===== src/cache_macros.svh =====
`ifndef CACHE_MACROS_SVH
`define CACHE_MACROS_SVH

// byte address as seen by the requester and the memory port
`define ADDR_W 32

// address split into tag, set index and byte offset in the line
`define TAG_W 21
`define INDEX_W 6
`define OFFSET_W 5

// one data word, also one memory beat
`define WORD_W 64

// beats per refill burst
`define BEATS 4

// full line, word 0 in the low bits
`define LINE_W 256

// associativity
`define WAYS 2

`endif


===== src/cachePkg.sv =====
`include "cache_macros.svh"

package cachePkg;

  // request and memory addresses
  typedef logic [`ADDR_W-1:0] addr_t;

  // address fields
  typedef logic [`TAG_W-1:0] tag_t;
  typedef logic [`INDEX_W-1:0] index_t;

  // word position inside a line, address bits 4:3
  typedef logic [$clog2(`BEATS)-1:0] wordSel_t;

  // data path
  typedef logic [`WORD_W-1:0] word_t;
  typedef logic [`LINE_W-1:0] line_t;

  // way number
  typedef logic [$clog2(`WAYS)-1:0] way_t;

  // controller states
  typedef enum logic [2:0] {
    IDLE,
    LOOKUP,
    MISS,
    REFILL,
    UPDATE
  } ctrlState_t;

endpackage


===== src/cacheCtrl.sv =====
`include "cache_macros.svh"

module cacheCtrl import cachePkg::*; (
  input  logic     clk,
  input  logic     rst_n,
  input  logic     reqValid_i,
  input  addr_t    reqAddr_i,
  input  logic     hit_i,
  input  logic     memRdReady_i,
  input  logic     lineDone_i,
  output logic     reqReady_o,
  output logic     rspValid_o,
  output logic     memRdValid_o,
  output addr_t    memRdAddr_o,
  output index_t   lookupIndex_o,
  output tag_t     lookupTag_o,
  output wordSel_t wordSel_o,
  output logic     collectEn_o,
  output logic     fillEn_o
);

  // low address bits that pick a byte inside a word
  localparam int BYTE_W = $clog2(`WORD_W / 8);

  ctrlState_t state;
  ctrlState_t nextState;
  addr_t      reqLatch;
  logic       accept;

  // requester handshake
  // ready in IDLE or in LOOKUP once the current request has hit
  assign reqReady_o = (state == IDLE) || ((state == LOOKUP) && hit_i);
  assign accept     = reqValid_i && reqReady_o;

  // one-shot response while the lookup hits
  assign rspValid_o = (state == LOOKUP) && hit_i;

  // strobes for the memory port and the stores
  assign memRdValid_o = (state == MISS);
  assign collectEn_o  = (state == REFILL);
  assign fillEn_o     = (state == UPDATE);

  // request latch reloaded on every accept
  always_ff @(posedge clk or negedge rst_n) begin
    if (!rst_n) begin
      reqLatch <= '0;
    end else if (accept) begin
      reqLatch <= reqAddr_i;
    end
  end

  // address fields from the latched request
  assign lookupIndex_o = reqLatch[`OFFSET_W +: `INDEX_W];
  assign lookupTag_o   = reqLatch[`OFFSET_W + `INDEX_W +: `TAG_W];
  assign wordSel_o     = reqLatch[BYTE_W +: $bits(wordSel_t)];

  // line aligned burst address
  assign memRdAddr_o = {lookupTag_o, lookupIndex_o, {`OFFSET_W{1'b0}}};

  always_ff @(posedge clk or negedge rst_n) begin
    if (!rst_n) begin
      state <= IDLE;
    end else begin
      state <= nextState;
    end
  end

  always_comb begin
    nextState = state;
    case (state)
      IDLE: begin
        if (accept) begin
          nextState = LOOKUP;
        end
      end
      LOOKUP: begin
        // hit with a new accept stays while a plain hit drains to idle
        if (!hit_i) begin
          nextState = MISS;
        end else if (!accept) begin
          nextState = IDLE;
        end
      end
      MISS: begin
        if (memRdReady_i) begin
          nextState = REFILL;
        end
      end
      REFILL: begin
        if (lineDone_i) begin
          nextState = UPDATE;
        end
      end
      UPDATE: begin
        // line written on this edge before the replayed lookup
        nextState = LOOKUP;
      end
      default: begin
        nextState = IDLE;
      end
    endcase
  end

  // state register only ever holds one of the five encodings
  assert property (@(posedge clk) disable iff (!rst_n)
    state inside {IDLE, LOOKUP, MISS, REFILL, UPDATE});

  // burst request held with a stable address until the memory takes it
  assert property (@(posedge clk) disable iff (!rst_n)
    memRdValid_o && !memRdReady_i |=> memRdValid_o && $stable(memRdAddr_o));

endmodule


===== config.mk =====
export PLATFORM = sky130hd
export DESIGN_NAME = cacheCtrl
export DESIGN_NICKNAME = d
export VERILOG_FILES = /design/src/cachePkg.sv /design/src/cacheCtrl.sv
export VERILOG_INCLUDE_DIRS = /design/src
export SDC_FILE = /design/constraint.sdc
export NUM_CORES = 1
export LEC_CHECK = 0
export BUFFER_PORTS_ARGS = -buffer_cell sky130_fd_sc_hd__buf_2
export CORE_MARGIN = 5
export CORE_UTILIZATION = 45
export DETAILED_ROUTE_END_ITERATION = 6
export GPL_TIMING_DRIVEN = 1
export HOLD_SLACK_MARGIN = 0.1
export PLACE_DENSITY_LB_ADDON = 0.12
export RECOVER_POWER = 25
export SLEW_MARGIN = 10
export SYNTH_ARGS = -nofsm -noshare
export SYNTH_HDL_FRONTEND = slang
export SYNTH_SLANG_ARGS = --single-unit
export TNS_END_PERCENT = 50

===== constraint.sdc =====
create_clock -name clk -period 2.2 [get_ports clk]
set_input_delay 0.22 -clock clk [delete_from_list [all_inputs] [get_ports clk]]
set_output_delay 0.22 -clock clk [all_outputs]
set_load 0.01 [all_outputs]

Yosys cells after proc, flatten, opt, wreduce, memory -nomap -nowiden
Index checks and enable logic that the tools add are counted.

Eq/ne operators: 8. Muxes and demuxes: 6. Reduce and logical (&&, ||, !) cells: 5.

Operator list (number): 3-bit 2-to-1 mux (5); 3-bit one-hot mux with 5 select lines (1); 3-bit by 2-bit == test with 1-bit output, second input constant (2); 2-bit != test, second input constant (3); 4-bit AND reduction (1); 3-bit by 1-bit == test with 1-bit output, second input constant (1); 3-bit == test, second input constant (1); 3-bit zero test (1); 3-bit != test, second input constant (1); 1-bit logical AND (2); 1-bit logical OR (1).

Flip-flop bits (word level): 35. Bits of input ports: 38. Output and inout port bits: 66. Logic and storage cells: 21.

Longest topological paths before layout
Depth after elaboration: 7. Gate-level depth with buffers: 5. Gate-level depth less buffers: 3.

Worst setup path before layout
No wires, ideal clock.

Path kind: register -> register. From: register state[0]. To: register reqLatch[18]. Library setup time: 0.125 ns. Data arrival time: 1.259 ns. Required time: 2.075 ns. Setup slack: 0.816 ns. Stages on the path, launching flop included: 6. Path buffers: 2. Clock period less this slack: 1.384 ns. Cells stage by stage: dfrtp_1 > nor2b_4 > nand3b_4 > buf_6 > buf_8 > mux2_4.

Word-level cells in the longest chain between the ends: 4. Elaborated cells on any way between the ends: 5.

RTL lines: from (decl) (RTL line cacheCtrl.sv:25) `ctrlState_t state;`; from (signal assigned) (RTL line cacheCtrl.sv:64) `state <= nextState;`; 3-bit by 1-bit == test with 1-bit output (RTL line cacheCtrl.sv:32) `assign reqReady_o = (state == IDLE) || ((state == LOOKUP) && hit_i);`; 1-bit logical AND (RTL line cacheCtrl.sv:32); 1-bit logical OR * (RTL line cacheCtrl.sv:32); 1-bit logical AND * (RTL line cacheCtrl.sv:33) `assign accept = reqValid_i && reqReady_o;`; to (signal assigned) (RTL line cacheCtrl.sv:48) `reqLatch <= reqAddr_i;`; to (decl) (RTL line cacheCtrl.sv:27) `addr_t reqLatch;`.

Every way passes the cells marked *; elsewhere a longest branch is shown, timed or not. A chain may end at the register's enable or synchronous reset.

Worst setup path in the final report
From: register state[2]. To: register reqLatch[28].

Same word-level chain as after synthesis.

==> run metrics <==
status=finished, final reports clean; final worst setup slack=approximately 540 ps; Syn Std Cell Area=1570 µm²; Setup crit start kind=flip-flop; dpl ws=538 ps; post-synthesis sequential area ratio=51.0%; Post-synth top flop=dfrtp_1; row cnt=21; fillers=about 320; RR Startpoint=state[2]; Die X=just under 70 µm; Layout Nets=about 230; overall routing resource usage=between 10% and 20%; root buf cell=clkbuf_4; H-tree level count=2; CP Launch Point=state[2]; Final Hold Fails=0; DRT Pass-1 Iters=4; clk sinks=32; clock buffer depth=2; initial antenna violation count=0; Starting Density=roughly 47%; Syn Inst Count=approximately 120; antenna fix cells=0; count leader, synth=buf_4; RSZ-0062 raised after global routing=false; wire per inst=around 13 µm; distinct cell type count after synthesis=22; WP data required=about 2400 ps; vias in the first global route=between 1000 and 1500; sequential share of power=a little under two fifths; crit path cell chain=nor2_2 > nand3b_4 > mux2_1; Max Clock Freq=602 MHz; critical path endpoint category=flip-flop; total number of vias=around 1100; Net Sw Frac=about two fifths; core area=between 3000 and 4000 µm²; IO Pins=around 100; CTS clk-pin slew, worst paths=about 90 ps; fin crit period=around 1700 ps; total grt overflow=0; area grow syn2layout=26.9%; vias per inst=~4.6; Internal=approximately 1800 µW; Combinational Power Share=a little over 50%; first-pass GRT wire length=5390 µm; Clk pwr share=between 10% and 20%; WP data arrival=1860 ps; clk_lat worst skew=~320 ps; Rel. slew slack=between 40% and 50%; largest stage delay on the critical path=470 ps; crit path kind=flip-flop to flip-flop; standby leakage power=around 0.0011 µW; worst ir drop on vdd=~0.7 mV; die area=about 4800 µm²; yosys synthesis warning count=0; CTS tree=yes; CTS Hold Bufs=6; NetSw=around 1100 µW; Least-Margin Pin Slew=roughly 750 ps; post-synthesis area per instance=between 10 and 15 µm²; pin count of the biggest net entering global routing=33; final cycle utilization of the critical path=between 70% and 80%; CP max stage cell=mux2_1; antenna viol nets, final=0; share of cells above drive strength 1=approximately 63%; post-detailed-placement half-perimeter wirelength=2380 µm; Die Ht=between 60 and 70 µm; main area contributors after synthesis=dfrtp_1 51%, buf_4 16%, mux2_4 9.6%; ys async rst share=100%; Port Buffers=95; number of synthesized flops with an enable pin=0; Post-synth top cells=33 x buf_4, 32 x dfrtp_1, 11 x mux2_2; hold_sp=reqAddr_i[31]; endpoints failing setup=0; Max-Cap Viols=0; Clock Skew=~3.2 ps; CP max FO=29; post-cts resize count=0; number of synthesized register bits=32; Post CTS Setup Buffer Count=0; global placer's final weighted congestion=about 0.76; Final Max Tran Viols=0; Residual DRC=0; post-synth top area share=51.0%; TNS Setup=0 ps; First DRT Iteration DRCs=49; min-delay worst type=input port to flip-flop; Yosys top cell by area=dfrtp_1; Num CTS Buffers=5; wirelength, routed=3210 µm; PwrDens=1480 nW/µm²
-- cell type report --
| cell class | count | area [µm²] | area share (%) |
|---|---|---|---|
| Timing Repair Buffer | 104 | 566 | 28.4 |
| Tap cell | 46 | 57.6 | 2.89 |
| Multi-Input combinational cell | 51 | 503 | 25.2 |
| Inverter | 2 | 7.51 | 0.377 |
| Sequential cell | 32 | 801 | 40.2 |
| Clock buffer | 8 | 58.8 | 2.95 |
-- power groups by stage --
stage          sequential, µW  clock, µW  combinational, µW
6_report                 1100        339               1510
5_1_grt                  1170        385               1630
4_1_cts                  1110        356               1530
3_5_place_dp             1120          0               1520
3_3_place_gp             1090          0               1510
2_1_floorplan            1240          0               1090
-- per-stage QoR --
stage | total power [µW] | hold slack (ps) | utilization (%) | cell area (µm²) | std cells
6_report | 2950 | 117 | 59.3 | 1990 | 243
3_3_place_gp | 2600 | 301 | 54.8 | 1840 | 226
5_1_grt | 3180 | 100 | 59.3 | 1990 | 243
2_1_floorplan | 2320 | -75.6 | - | 1590 | 120
3_5_place_dp | 2640 | 308 | 54.8 | 1840 | 226
4_1_cts | 3000 | 102 | 58.4 | 1960 | 240
-- flip-flops by register name, summed over array words and instances, names as in the netlist --
| signal | flops |
|---|---|
| reqLatch | 29 |
| state | 3 |
-- worst max-delay path: cells and delay by family (launching register included) --
kind / cells / cell delay, ps
AND/OR/NAND/NOR: 2 / 630
multiplexers: 1 / 470
flip-flops: 1 / 450
-- final timing paths --
path,end,slack (ps),cells past startpoint
worst max-delay path,reqLatch[28],540,3
worst max register to register,reqLatch[28],540,3
min in group asynchronous,state[2],500,2
worst min register to register,reqLatch[3],500,1
worst min-delay path,reqLatch[31],120,2
max in group asynchronous,reqLatch[6],1220,2
-- layout by cell type, fill, tap and decap left out, types with 4 or more instances in the layout --
| cell type | count |
|---|---|
| buf_2 | 94 |
| clkbuf_4 | 5 |
| conb_1 | 5 |
| dfrtp_1 | 32 |
| dlygate4sd3_1 | 9 |
| mux2_1 | 8 |
| mux2_2 | 11 |
| mux2_4 | 10 |
| nor2_1 | 4 |
-- routing by layer --
layer | track usage, % | wire length, µm | vias up
met5 | 0 | 0 | -
met4 | 4.56 | 42 | 0
met3 | 6.83 | 367 | 6
met2 | 24.8 | 1610 | 59
met1 | 14.6 | 1190 | 528
li1 | - | - | 513
-- kinds of logic after synthesis --
group,Yosys count,synth area share [%]
AOI/OAI and AO/OA,3,1.35
buffers and inverters,37,17.9
DFF,32,51.0
muxes,30,23.8
other,1,0.239
and+or+nand+nor,13,5.66
No activity file was read; power rests on OpenSTA's default activity.
