[src/cache_macros.svh]
`ifndef CACHE_MACROS_SVH
`define CACHE_MACROS_SVH

// byte address as seen by the requester and the memory port
`define ADDR_W 32

// address split into tag, set index and byte offset in the line
`define TAG_W 21
`define INDEX_W 6
`define OFFSET_W 5

// one data word, also one memory beat
`define WORD_W 64

// beats per refill burst
`define BEATS 4

// full line, word 0 in the low bits
`define LINE_W 256

// associativity
`define WAYS 2

`endif

[src/cachePkg.sv]
`include "cache_macros.svh"

package cachePkg;

  // request and memory addresses
  typedef logic [`ADDR_W-1:0] addr_t;

  // address fields
  typedef logic [`TAG_W-1:0] tag_t;
  typedef logic [`INDEX_W-1:0] index_t;

  // word position inside a line, address bits 4:3
  typedef logic [$clog2(`BEATS)-1:0] wordSel_t;

  // data path
  typedef logic [`WORD_W-1:0] word_t;
  typedef logic [`LINE_W-1:0] line_t;

  // way number
  typedef logic [$clog2(`WAYS)-1:0] way_t;

  // controller states
  typedef enum logic [2:0] {
    IDLE,
    LOOKUP,
    MISS,
    REFILL,
    UPDATE
  } ctrlState_t;

endpackage

[src/refillCollector.sv]
`include "cache_macros.svh"

module refillCollector import cachePkg::*; (
  input  logic  clk,
  input  logic  rst_n,
  input  logic  collectEn_i,
  input  logic  beatValid_i,
  input  logic  beatLast_i,
  input  word_t beatData_i,
  output line_t lineData_o,
  output logic  lineDone_o
);

  // beat position in the line, wraps after the last one
  wordSel_t beatCnt;
  line_t    lineBuf;
  logic     beatTake;

  // beats only count while the controller is refilling
  assign beatTake = collectEn_i && beatValid_i;

  always_ff @(posedge clk or negedge rst_n) begin
    if (!rst_n) begin
      beatCnt <= '0;
    end else if (beatTake) begin
      beatCnt <= beatCnt + 1'b1;
    end
  end

  // each beat lands in its own word slot
  // beats come in address order so slot = count
  always_ff @(posedge clk) begin
    if (beatTake) begin
      lineBuf[beatCnt * `WORD_W +: `WORD_W] <= beatData_i;
    end
  end

  assign lineData_o = lineBuf;

  // buffer is full on the edge that takes this beat
  assign lineDone_o = beatTake && beatLast_i;

  // last flag only and always on the fourth beat
  assert property (@(posedge clk) disable iff (!rst_n)
    beatTake |-> (beatLast_i == (beatCnt == wordSel_t'(`BEATS - 1))));

endmodule

[config.mk]
export PLATFORM = sky130hd
export DESIGN_NAME = refillCollector
export DESIGN_NICKNAME = d
export VERILOG_FILES = /design/src/cachePkg.sv /design/src/refillCollector.sv
export VERILOG_INCLUDE_DIRS = /design/src
export SDC_FILE = /design/constraint.sdc
export NUM_CORES = 1
export LEC_CHECK = 0
export BUFFER_PORTS_ARGS = -buffer_cell sky130_fd_sc_hd__buf_2
export CORE_ASPECT_RATIO = 1.2
export CORE_MARGIN = 1.5
export CORE_UTILIZATION = 36
export CTS_CLUSTER_DIAMETER = 60
export DETAILED_ROUTE_END_ITERATION = 10
export HOLD_SLACK_MARGIN = 0.02
export SLEW_MARGIN = 20
export SYNTH_ARGS = -nofsm -noshare
export SYNTH_HDL_FRONTEND = slang
export SYNTH_SLANG_ARGS = --single-unit
[constraint.sdc]
create_clock -name clk -period 3.8 [get_ports clk]
set_input_delay 0.76 -clock clk [delete_from_list [all_inputs] [get_ports clk]]
set_output_delay 0.76 -clock clk [all_outputs]
set_load 0.005 [all_outputs]
Word-level counts from Yosys, hierarchy flattened
Index checks and enable logic that the tools add are counted.
{"block": "classes", "addsub": 2, "mul": 0, "div": 0, "n_lt_le_gt_ge": 0, "eq_ne": 0, "shifts": 2, "muxes": 1, "bitwise": 0, "n_reduce_logical": 2}
{"operator": "$bwmux W256", "count": 1}
{"operator": "$shift A64 B34 Y256 const A", "count": 1}
{"operator": "$shiftx A64 B34 Y256", "count": 1}
{"operator": "$neg A8 Y34", "count": 1}
{"operator": "$add A2 B1 Y2 const B", "count": 1}
{"operator": "$logic_and A1 B1 Y1", "count": 2}
{"block": "word_totals", "reg_bits": 258, "latchBits": 0, "ram_bits": 0, "rom_bits": 0, "inputBits": 69, "output_inout_bits": 257, "memories": 0}

Logic depth before layout (Yosys ltp)
Gate-level depths: netlist (run 1).
{"block": "depth", "ltp_word": 3, "depth_mapped": 6, "ltp_nobuf": 4}

Least setup slack after synthesis (run 1)
OpenSTA, ideal clock, no wires.
{"block": "synth_timing", "kind": "reg2reg", "from": "register beatCnt[0] (netlist name)", "to": "register lineBuf[0] (netlist: lineData_o[0]) (enable)", "setup_time_ps": 429, "t_arrival_ps": 2418, "required_ps": 3371, "setup_slack_ps": 952, "stages_incl_launch_ff": 4, "synth_period_minus_slack_ps": 2848, "cell_sequence": "dfrtp_1 > inv_1 > ha_1 > and3_1"}
{"element": "end signal: indexed assignment", "line_no": "refillCollector.sv:34", "rtl": "lineBuf[beatCnt * `WORD_W +: `WORD_W] <= beatData_i;"}
{"element": "end: declaration", "line_no": "refillCollector.sv:16", "rtl": "line_t lineBuf;"}

Final worst setup path (run 1)
{"block": "layout_timing", "from": "register beatCnt[0]", "to": "register lineBuf[51] (netlist: lineData_o[51]), data pin"}
{"block": "layout_between", "elab_chain_len": 3, "elab_cells_between_ends": 4, "classes_between": "add/sub (1); shift (2); mux (1)"}
{"element": "start: declaration", "line_no": "refillCollector.sv:15", "rtl": "wordSel_t beatCnt;"}
{"element": "start signal: assignment", "line_no": "refillCollector.sv:26", "rtl": "beatCnt <= beatCnt + 1'b1;"}
{"element": "$neg A8 Y34 *", "line_no": "refillCollector.sv:34"}
{"element": "$shiftx A64 B34 Y256 or $shift A64 B34 Y256 (tied branches)", "line_no": "refillCollector.sv:34"}
{"element": "$bwmux W256 *", "line_no": "refillCollector.sv:34"}
Every way passes the cells marked *; elsewhere a longest branch is shown, timed or not.
A chain may end at the register's enable or synchronous reset.

==> flow_metrics.tcl, run 1 <==
set metrics [dict create \
    ctsResizeCount 0 \
    critPathRequiredTime_ns 4.20 \
    grt_antenna_before_repair 2 \
    drive_above_1_share 0.416 \
    cp_max_fo 39 \
    setup_ws_ns 1.11 \
    crit_type "flip-flop to flip-flop" \
    synth_top_area_frac 0.787 \
    dpl.hpwl_um 16300 \
    crit_path_end_kind "flip-flop" \
    crit_chain "inv_1 > ha_1 > and4bb_2 > buf_4 > and2_1" \
    multi_input_area_um2 1830 \
    crit_buf_inv 2 \
    grt_pass1_wl_um 37200 \
    clk_pin_slew_ns 0.06 \
    preCtsSetupSlack_ns 1.07 \
    port_buffers 325 \
    finalSetupViolCount 0 \
    cts_buffer_depth 3 \
    vias 5953 \
    core_um2 26500 \
    syn_area_um2 9770 \
    final.setup_skew_ns 0.0158 \
    cts_made_buffers 28 \
    fmax_mhz 372 \
    postRouteAntennaNets 0 \
    clock_latency_ns 0.53 \
    yosys-top-cells-area "edfxtp_1 79%, and3_1 8.3%, and2_1 8.1%" \
    ys_ff_latch 258 \
    initial_core_util 0.368 \
    dieWidth_um 153 \
    synth_cell_types 19 \
    synthCells 576 \
    cp.arrival_ns 3.09 \
    hold_viol 0 \
    outcome "completed" \
    setup_tns_ns 0 \
    drv_cap 0 \
    gr-total-overflow 0 \
    track_usage 0.173 \
    async_flop_share 0.00775 \
    post_drt_wl_per_cell_um 20.0 \
    tightest_slew_ns 1.02 \
    cts_tree "yes" \
    slowest_delay_ns 0.92 \
    grt_pass1_vias 6094 \
    p_leak_nw 5.34 \
    finalWirelength_um 25100 \
    nFillCells 2358 \
    cts_setup_buffers 0 \
    cp-start-kind "flip-flop" \
    yosysTopAreaCell "edfxtp_1" \
    htree_num_levels 1 \
    final_max_slew_viol_count 0 \
    holdBufCountCts 1 \
    relSlewSlack 0.320 \
    layout_worst_path_cycle_share 0.707 \
    min_path_type "input port to flip-flop" \
    cp_top_family "simple AND/OR/NAND/NOR gates" \
    final-seq-area_um2 7740 \
    clockRootBuffer "clkbuf_16" \
    numClockSinks 258 \
    ys.flop_type "edfxtp_1" \
    yosys_warnings 0 \
    drt-vias-per-instance 4.74 \
    nets 976 \
    io_pins 326 \
    synth_area_per_cell_um2 17.0 \
    gp_congestion 0.765 \
    power_density_nw_per_um2 679 \
    grt_max_degree 65 \
    rows 65 \
    syn_nets 650 \
    synth-edff-count 256 \
    syn2layout_area_growth_pct 29.2 \
    crit_slowest_cell "and4bb_2" \
    drc_errors 0 \
    finalCriticalPeriod_ns 2.69 \
    die_area_um2 28100 \
    rsz0062_at_grt "false" \
    die_h_um 183 \
    drtIter0Drc 276 \
    vdd_drop_max_uv 381 \
    ys_seq_area_frac 0.792 \
    first_pass_iters 4 \
]
## metrics by stage
step / hold WS, ns / instances / power, mW / instance area [um^2] / util
floorplan: 0.464 / 576 / 5.09 / 9770 / -
global placement: 0.547 / 1206 / 5.95 / 11700 / 0.442
detailed placement: 0.552 / 1206 / 6.01 / 11700 / 0.442
CTS: 0.504 / 1256 / 8.67 / 12600 / 0.476
global route: 0.518 / 1256 / 8.98 / 12600 / 0.476
finish: 0.535 / 1257 / 8.57 / 12600 / 0.476
## where the power goes
| group | internal [mW] | switching (mW) |
|---|---|---|
| logic | 0.747 | 1.38 |
| clock network | 1.59 | 1.07 |
| registers | 3.69 | 0.0859 |
## layout make-up
type,instances,share of cell area
clock inverters,13,0.0114
repair buffers,336,0.137
well taps,335,0.0332
clock buffers,36,0.0596
inverters,2,0.000595
diodes,1,0.000198
multi-input cells,276,0.145
flip-flops and latches,258,0.613
## metal layers
metal	up-vias	track usage	part of all wire
li1	2767	-	-
met1	2887	0.195	0.38
met5	-	0	0.00052
met4	2	0.0668	0.033
met2	240	0.318	0.52
met3	57	0.0403	0.064
## sequential cells by signal, summed over array words and instances (netlist names)
name	cells
lineData_o	256
beatCnt	2
## layout by cell type (no fill, tap or decap), drive strengths merged
cell type,n
buf,335
edfxtp,256
and3,130
and2,127
clkbuf,36
clkinv,8
ha,5
and3b,4
bufinv,3
inv,3
nor2b,3
dfrtp,2
nor2,2
diode,1
and4bb,1
nor4b,1
nand2,1
xnor2,1
mux2,1
clkinvlp,1
dlygate4sd3,1
## cells by family after synthesis
kind of cell / after synthesis / share of synthesized area
AND/OR/NAND/NOR: 269 / 0.175
flip-flops: 258 / 0.792
buffers and inverters: 42 / 0.0242
adder cells (fa/ha/maj): 5 / 0.00641
XOR/XNOR: 1 / 0.000897
multiplexers: 1 / 0.00115
## final timing paths
check | from | endpoint | slack (ns) | cells after the start
min reg2reg | beatCnt[1] | beatCnt[1] | 0.58 | 1
max in group asynchronous | rst_n | beatCnt[1] | 3.17 | 2
max reg2reg | beatCnt[0] | lineData_o[51] | 1.11 | 5
max | beatCnt[0] | lineData_o[51] | 1.11 | 5
min | beatData_i[33] | lineData_o[33] | 0.53 | 2
min in group asynchronous | rst_n | beatCnt[0] | 0.54 | 2
## synth_stat cells, types with 2 or more instances
library cell and number:
and3_1 130, dfrtp_1 2, clkbuf_1 13, nor2b_1 3, nor2_1 2, and3b_1 4, ha_1 5, and2_1 127
buf_2 7, buf_4 3, edfxtp_1 256, inv_1 2, clkbuf_2 11, buf_6 6
No activity file was read; power rests on OpenSTA's default activity.
==> run 2: changes to the inputs <==
- ABC_AREA: not set -> 1
- clock period: 3.8 -> 2.2 ns (I/O delays scaled with it)
==> flow_metrics.tcl, run 2 <==
set metrics [dict create \
    gr-total-overflow 0 \
    cp-start-kind "flip-flop" \
    post_drt_wl_per_cell_um 19.9 \
    layout_worst_path_cycle_share 0.929 \
    grt_pass1_vias 7184 \
    die_h_um 187 \
    grt_pass1_wl_um 44700 \
    grt_antenna_before_repair 1 \
    largest_register_ffs 256 \
    rsz0062_at_grt "false" \
    finalWirelength_um 30200 \
    yosysMostFrequentCell "nor2_1" \
    critPathRequiredTime_ns 2.59 \
    use_met1 0.260 \
    rows 67 \
    setup_tns_ns 0 \
    io_pins 326 \
    finalSetupViolCount 0 \
    synth-edff-count 256 \
    drc_errors 0 \
    first_pass_iters 5 \
    numClockSinks 258 \
    syn2layout_area_growth_pct 30.7 \
    preCtsSetupSlack_ns 0.155 \
    final.setup_skew_ns 0.0118 \
    die_area_um2 29300 \
    crit_path_end_kind "flip-flop" \
    swShare 0.315 \
    gp_congestion 0.802 \
    dpl.hpwl_um 20000 \
    r2r_setup_slack_ns 0.16 \
    relSlewSlack 0.419 \
    cp_max_fo 45 \
    htree_num_levels 1 \
    ys_ff_latch 258 \
    synth_top_area_frac 0.756 \
    tightest_slew_ns 0.871 \
    slowest_delay_ns 0.50 \
    synth_commonest_cells "262 x nor2_1, 256 x edfxtp_1, 119 x nand3_1" \
    finalCriticalPeriod_ns 2.04 \
    syn_nets 870 \
    grt_max_degree 67 \
    syn_area_um2 10200 \
    nets 1190 \
    place_inst 1464 \
    fmax_mhz 489 \
    final_common_cell "buf_2" \
    clockRootBuffer "clkbuf_16" \
    crit_chain "inv_2 > ha_2 > clkinv_2 > buf_4 > nand3_1 > nor2_1" \
    cts_setup_buffers 0 \
    outcome "completed" \
    drive_above_1_share 0.368 \
    port_buffers 325 \
    whs_ns 0.164 \
    yosys-top-cells-area "edfxtp_1 76%, nor2_1 9.7%, nand3_1 5.9%" \
    layout_common_cells "325 x buf_2, 258 x nor2_1, 256 x edfxtp_1" \
    cp.arrival_ns 2.43 \
    hold_viol 0 \
    final_max_slew_viol_count 0 \
    power_frac_seq 0.412 \
    async_flop_share 0.00775 \
    yosysTopAreaCell "edfxtp_1" \
    min_path_type "input port to flip-flop" \
    num_antenna_cells 0 \
    crit_type "flip-flop to flip-flop" \
    ys.flop_type "edfxtp_1" \
    clk_pin_slew_ns 0.06 \
    grt_busiest_layer "met2" \
    track_usage 0.205 \
    synthCells 796 \
    drt-vias-per-instance 4.81 \
    power_density_nw_per_um2 1090 \
    initial_core_util 0.365 \
    postRouteAntennaNets 0 \
    setup_ws_ns 0.156 \
    p_comb_frac 0.234 \
    grt_use_met3 0.0320 \
    fin_cells 1517 \
    dieWidth_um 156 \
    cts_made_buffers 28 \
    vdd_drop_max_uv 702 \
    vias 7294 \
    cts_buffer_depth 3 \
    synth_area_per_cell_um2 12.8 \
    yosys_warnings 0 \
    ctsResizeCount 0 \
    cts_tree "yes" \
    use_met2 0.355 \
    power.share.clock 0.353 \
    core_um2 27800 \
    ys_seq_area_frac 0.761 \
    p_leak_nw 5.16 \
    power.internal_mw 9.89 \
    holdBufCountCts 1 \
    drv_cap 0 \
    synth_cell_types 17 \
    crit_slowest_cell "dfrtp_4" \
    clock_latency_ns 0.54 \
    drtIter0Drc 489 \
    power_switching_mw 4.55 \
]
## run 2: changes by cell type in the layout (fill, tap and decap cells not counted), sizes merged, moves of 4 or more
cell    previous run  this run
inv                3        12
nand2              1        72
and3b              4         0
nand3              0       129
nor2               2       262
and2             127         0
and3             130         0
clkbuf            36        32
buf              335       348
## run 2: kinds of logic after synthesis
family	count (synthesis)	synth area share
buffers and inverters	69	0.0396
adders and majority gates	5	0.00615
DFF	258	0.761
AOI/OAI and AO/OA	1	0.000492
and+or+nand+nor	463	0.193
## run 2: critical path: cells and delay by family (launching register included)
family	cells	cell delay (ns)
DFF	1	0.50
buffers and inverters	3	0.70
adders and majority gates	1	0.35
and+or+nand+nor	2	0.29
## run 2: cell type report
| type | count | area [um^2] |
|---|---|---|
| fill | 2583 | 14600 |
| sequential | 258 | 7740 |
| multi-input combinational | 469 | 2080 |
| timing repair buffer | 349 | 1930 |
| clock buffer | 32 | 737 |
| tap | 379 | 474 |
| clock inverter | 20 | 272 |
| inverter | 10 | 41.3 |
## run 2: worst paths after layout
kind	start	endpoint	cells after the start
setup / recovery	beatCnt[0]	lineData_o[43]	6
hold / removal	collectEn_i	beatCnt[0]	3
setup reg to reg	beatCnt[0]	lineData_o[43]	6
hold reg to reg	beatCnt[1]	beatCnt[1]	2
max in group asynchronous	rst_n	beatCnt[0]	2
min in group asynchronous	rst_n	beatCnt[0]	2
## run 2: stage by stage
step	utilization	cell area [um^2]	total power, mW
final	0.477	13300	14.4
after global routing	0.477	13300	15.1
after CTS	0.477	13300	14.6
after detailed placement	0.441	12300	9.48
after global placement	0.441	12300	9.42
after floorplan	-	10200	8.28
## run 2: power groups by stage
stage / Combinational [mW] / Sequential, mW / Clock [mW]
final: 3.39 / 5.95 / 5.10
after global routing: 3.72 / 5.98 / 5.36
after CTS: 3.43 / 5.96 / 5.18
after detailed placement: 3.43 / 6.06 / 0
after global placement: 3.36 / 6.06 / 0
after floorplan: 2.18 / 6.10 / 0
## run 2: metal layers
metal	share of wire	vias to the layer above	wire, um
met5	0.00043	-	13
met4	0.031	2	940
met3	0.067	59	2010
met2	0.51	310	15400
met1	0.39	3542	11900
li1	-	3381	-
==> run 3: changes to the inputs <==
--- a/config.mk
+++ b/config.mk
@@ -13,2 +13,3 @@
 export CORE_UTILIZATION = 36
+export CTS_BUF_LIST = sky130_fd_sc_hd__clkbuf_16
 export CTS_CLUSTER_DIAMETER = 60
==> constraint.sdc (replaced) <==
create_clock -name clk -period 2.2 [get_ports clk]
set_input_delay 0.33 -clock clk [delete_from_list [all_inputs] [get_ports clk]]
set_output_delay 0.33 -clock clk [all_outputs]
set_load 0.005 [all_outputs]
==> flow_metrics.tcl, run 3 (same netlist as run 2, synthesis figures left out) <==
set metrics [dict create \
    outcome "completed" \
    finalWirelength_um 30700 \
    rsz0062_at_grt "false" \
    grt_max_degree 65 \
    gr-total-overflow 0 \
    final_common_cell "buf_2" \
    post-route-cell-area_um2 13100 \
    relSlewSlack 0.635 \
    htree_num_levels 1 \
    drive_above_1_share 0.358 \
    first_pass_iters 5 \
    postRouteAntennaNets 0 \
    crit_buf_inv 3 \
    grt_pass1_vias 7292 \
    final_max_slew_viol_count 0 \
    initial_core_util 0.365 \
    cts_made_buffers 26 \
    core_um2 27800 \
    crit_path_end_kind "flip-flop" \
    rows 67 \
    tightest_slew_ns 0.547 \
    layout_worst_path_cycle_share 0.913 \
    grt_pass1_wl_um 45100 \
    finalCriticalPeriod_ns 2.01 \
    p_leak_nw 5.11 \
    crit_chain "inv_1 > ha_1 > clkinv_2 > nand2_4 > buf_4 > nor2_1" \
    grt_antenna_before_repair 2 \
    post_drt_wl_per_cell_um 20.3 \
    port_buffers 325 \
    final.setup_skew_ns 0.00893 \
    drc_errors 0 \
    vdd_drop_max_uv 667 \
    dieWidth_um 156 \
    largest_register_ffs 256 \
    clk_pin_slew_ns 0.06 \
    cp_max_fo 34 \
    fmax_mhz 498 \
    critPathRequiredTime_ns 2.45 \
    track_usage 0.207 \
    cp_top_family "buffers and inverters" \
    cts_buffer_depth 3 \
    setup_tns_ns 0 \
    ctsResizeCount 0 \
    layout_common_cells "325 x buf_2, 258 x nor2_1, 256 x edfxtp_1" \
    drtIter0Drc 619 \
    crit_slowest_cell "dfrtp_4" \
    fin_cells 1510 \
    finalSetupViolCount 0 \
    whs_ns 0.0750 \
    clock_latency_ns 0.52 \
    vias 7445 \
    hold_viol 0 \
    die_area_um2 29300 \
    place_inst 1464 \
    drv_cap 0 \
    syn2layout_area_growth_pct 29.2 \
    numClockSinks 258 \
    drt-vias-per-instance 4.93 \
    nets 1188 \
    cp-start-kind "flip-flop" \
    cts_tree "yes" \
    cp.arrival_ns 2.26 \
    io_pins 326 \
    crit_type "flip-flop to flip-flop" \
    dpl.hpwl_um 20200 \
    dpl-instance-area_um2 12300 \
    power_density_nw_per_um2 1050 \
    clockRootBuffer "clkbuf_16" \
    gp_congestion 0.797 \
    nFillCells 2584 \
    die_h_um 187 \
    min_path_type "input port to flip-flop" \
    slowest_delay_ns 0.48 \
]
-- run 3: timing repair --
item / in CTS / in global routing
hold buffers: 1 / 0
hold endpoints to repair: 2 / 0
buffers inserted: 0 / 0
-- run 3: worst register-to-register path, delay by kind of cell (launching register included) --
kind / cells / cell delay (ns)
AND/OR/NAND/NOR: 2 / 0.22
flip-flops: 1 / 0.48
buffers and inverters: 3 / 0.71
adder cells (fa/ha/maj): 1 / 0.34
-- run 3: worst paths after layout --
kind	to	startpoint	slack, ns	depth (start not counted)
min	beatCnt[0]	collectEn_i	0.07	3
max reg2reg	lineData_o[217]	beatCnt[0]	0.19	6
min in group asynchronous	beatCnt[1]	rst_n	0.13	2
min reg2reg	beatCnt[1]	beatCnt[1]	0.56	2
max in group asynchronous	beatCnt[0]	rst_n	1.94	2
max	lineData_o[217]	beatCnt[0]	0.19	6
-- run 3: where the power goes --
group / switching [mW] / leakage, nW / internal (mW) / total (mW)
Sequential: 0.0826 / 2.42 / 5.87 / 5.95
Clock: 1.81 / 0.432 / 2.66 / 4.48
Combinational: 2.51 / 2.25 / 0.892 / 3.40
Total: 4.40 / 5.11 / 9.43 / 13.8
-- run 3: area by class of cell --
cell class,instances,area [um^2],area share
tap,379,474,0.0361
sequential,258,7740,0.589
inverter,10,41.3,0.00314
clock buffer,27,676,0.0514
antenna,1,2.50,0.000191
clock inverter,17,173,0.0131
multi-input combinational,469,2080,0.158
timing repair buffer,349,1950,0.148
-- run 3: metal layers --
metal / global-route usage / routed length, um / up-vias / share of wire
li1: - / - / 3378 / -
met1: 0.263 / 11900 / 3656 / 0.39
met2: 0.350 / 15400 / 339 / 0.50
met3: 0.0336 / 2160 / 70 / 0.070
met4: 0.0868 / 1210 / 2 / 0.040
met5: 0 / 9 / - / 0.00029
-- run 3: per-stage QoR --
stage	utilization	setup slack [ns]	power, mW
floorplan	-	-0.00852	8.27
detailed placement	0.441	0.195	9.51
finish	0.472	0.192	13.8
global placement	0.441	0.278	9.47
global route	0.472	0.0835	14.4
CTS	0.472	0.180	14.0
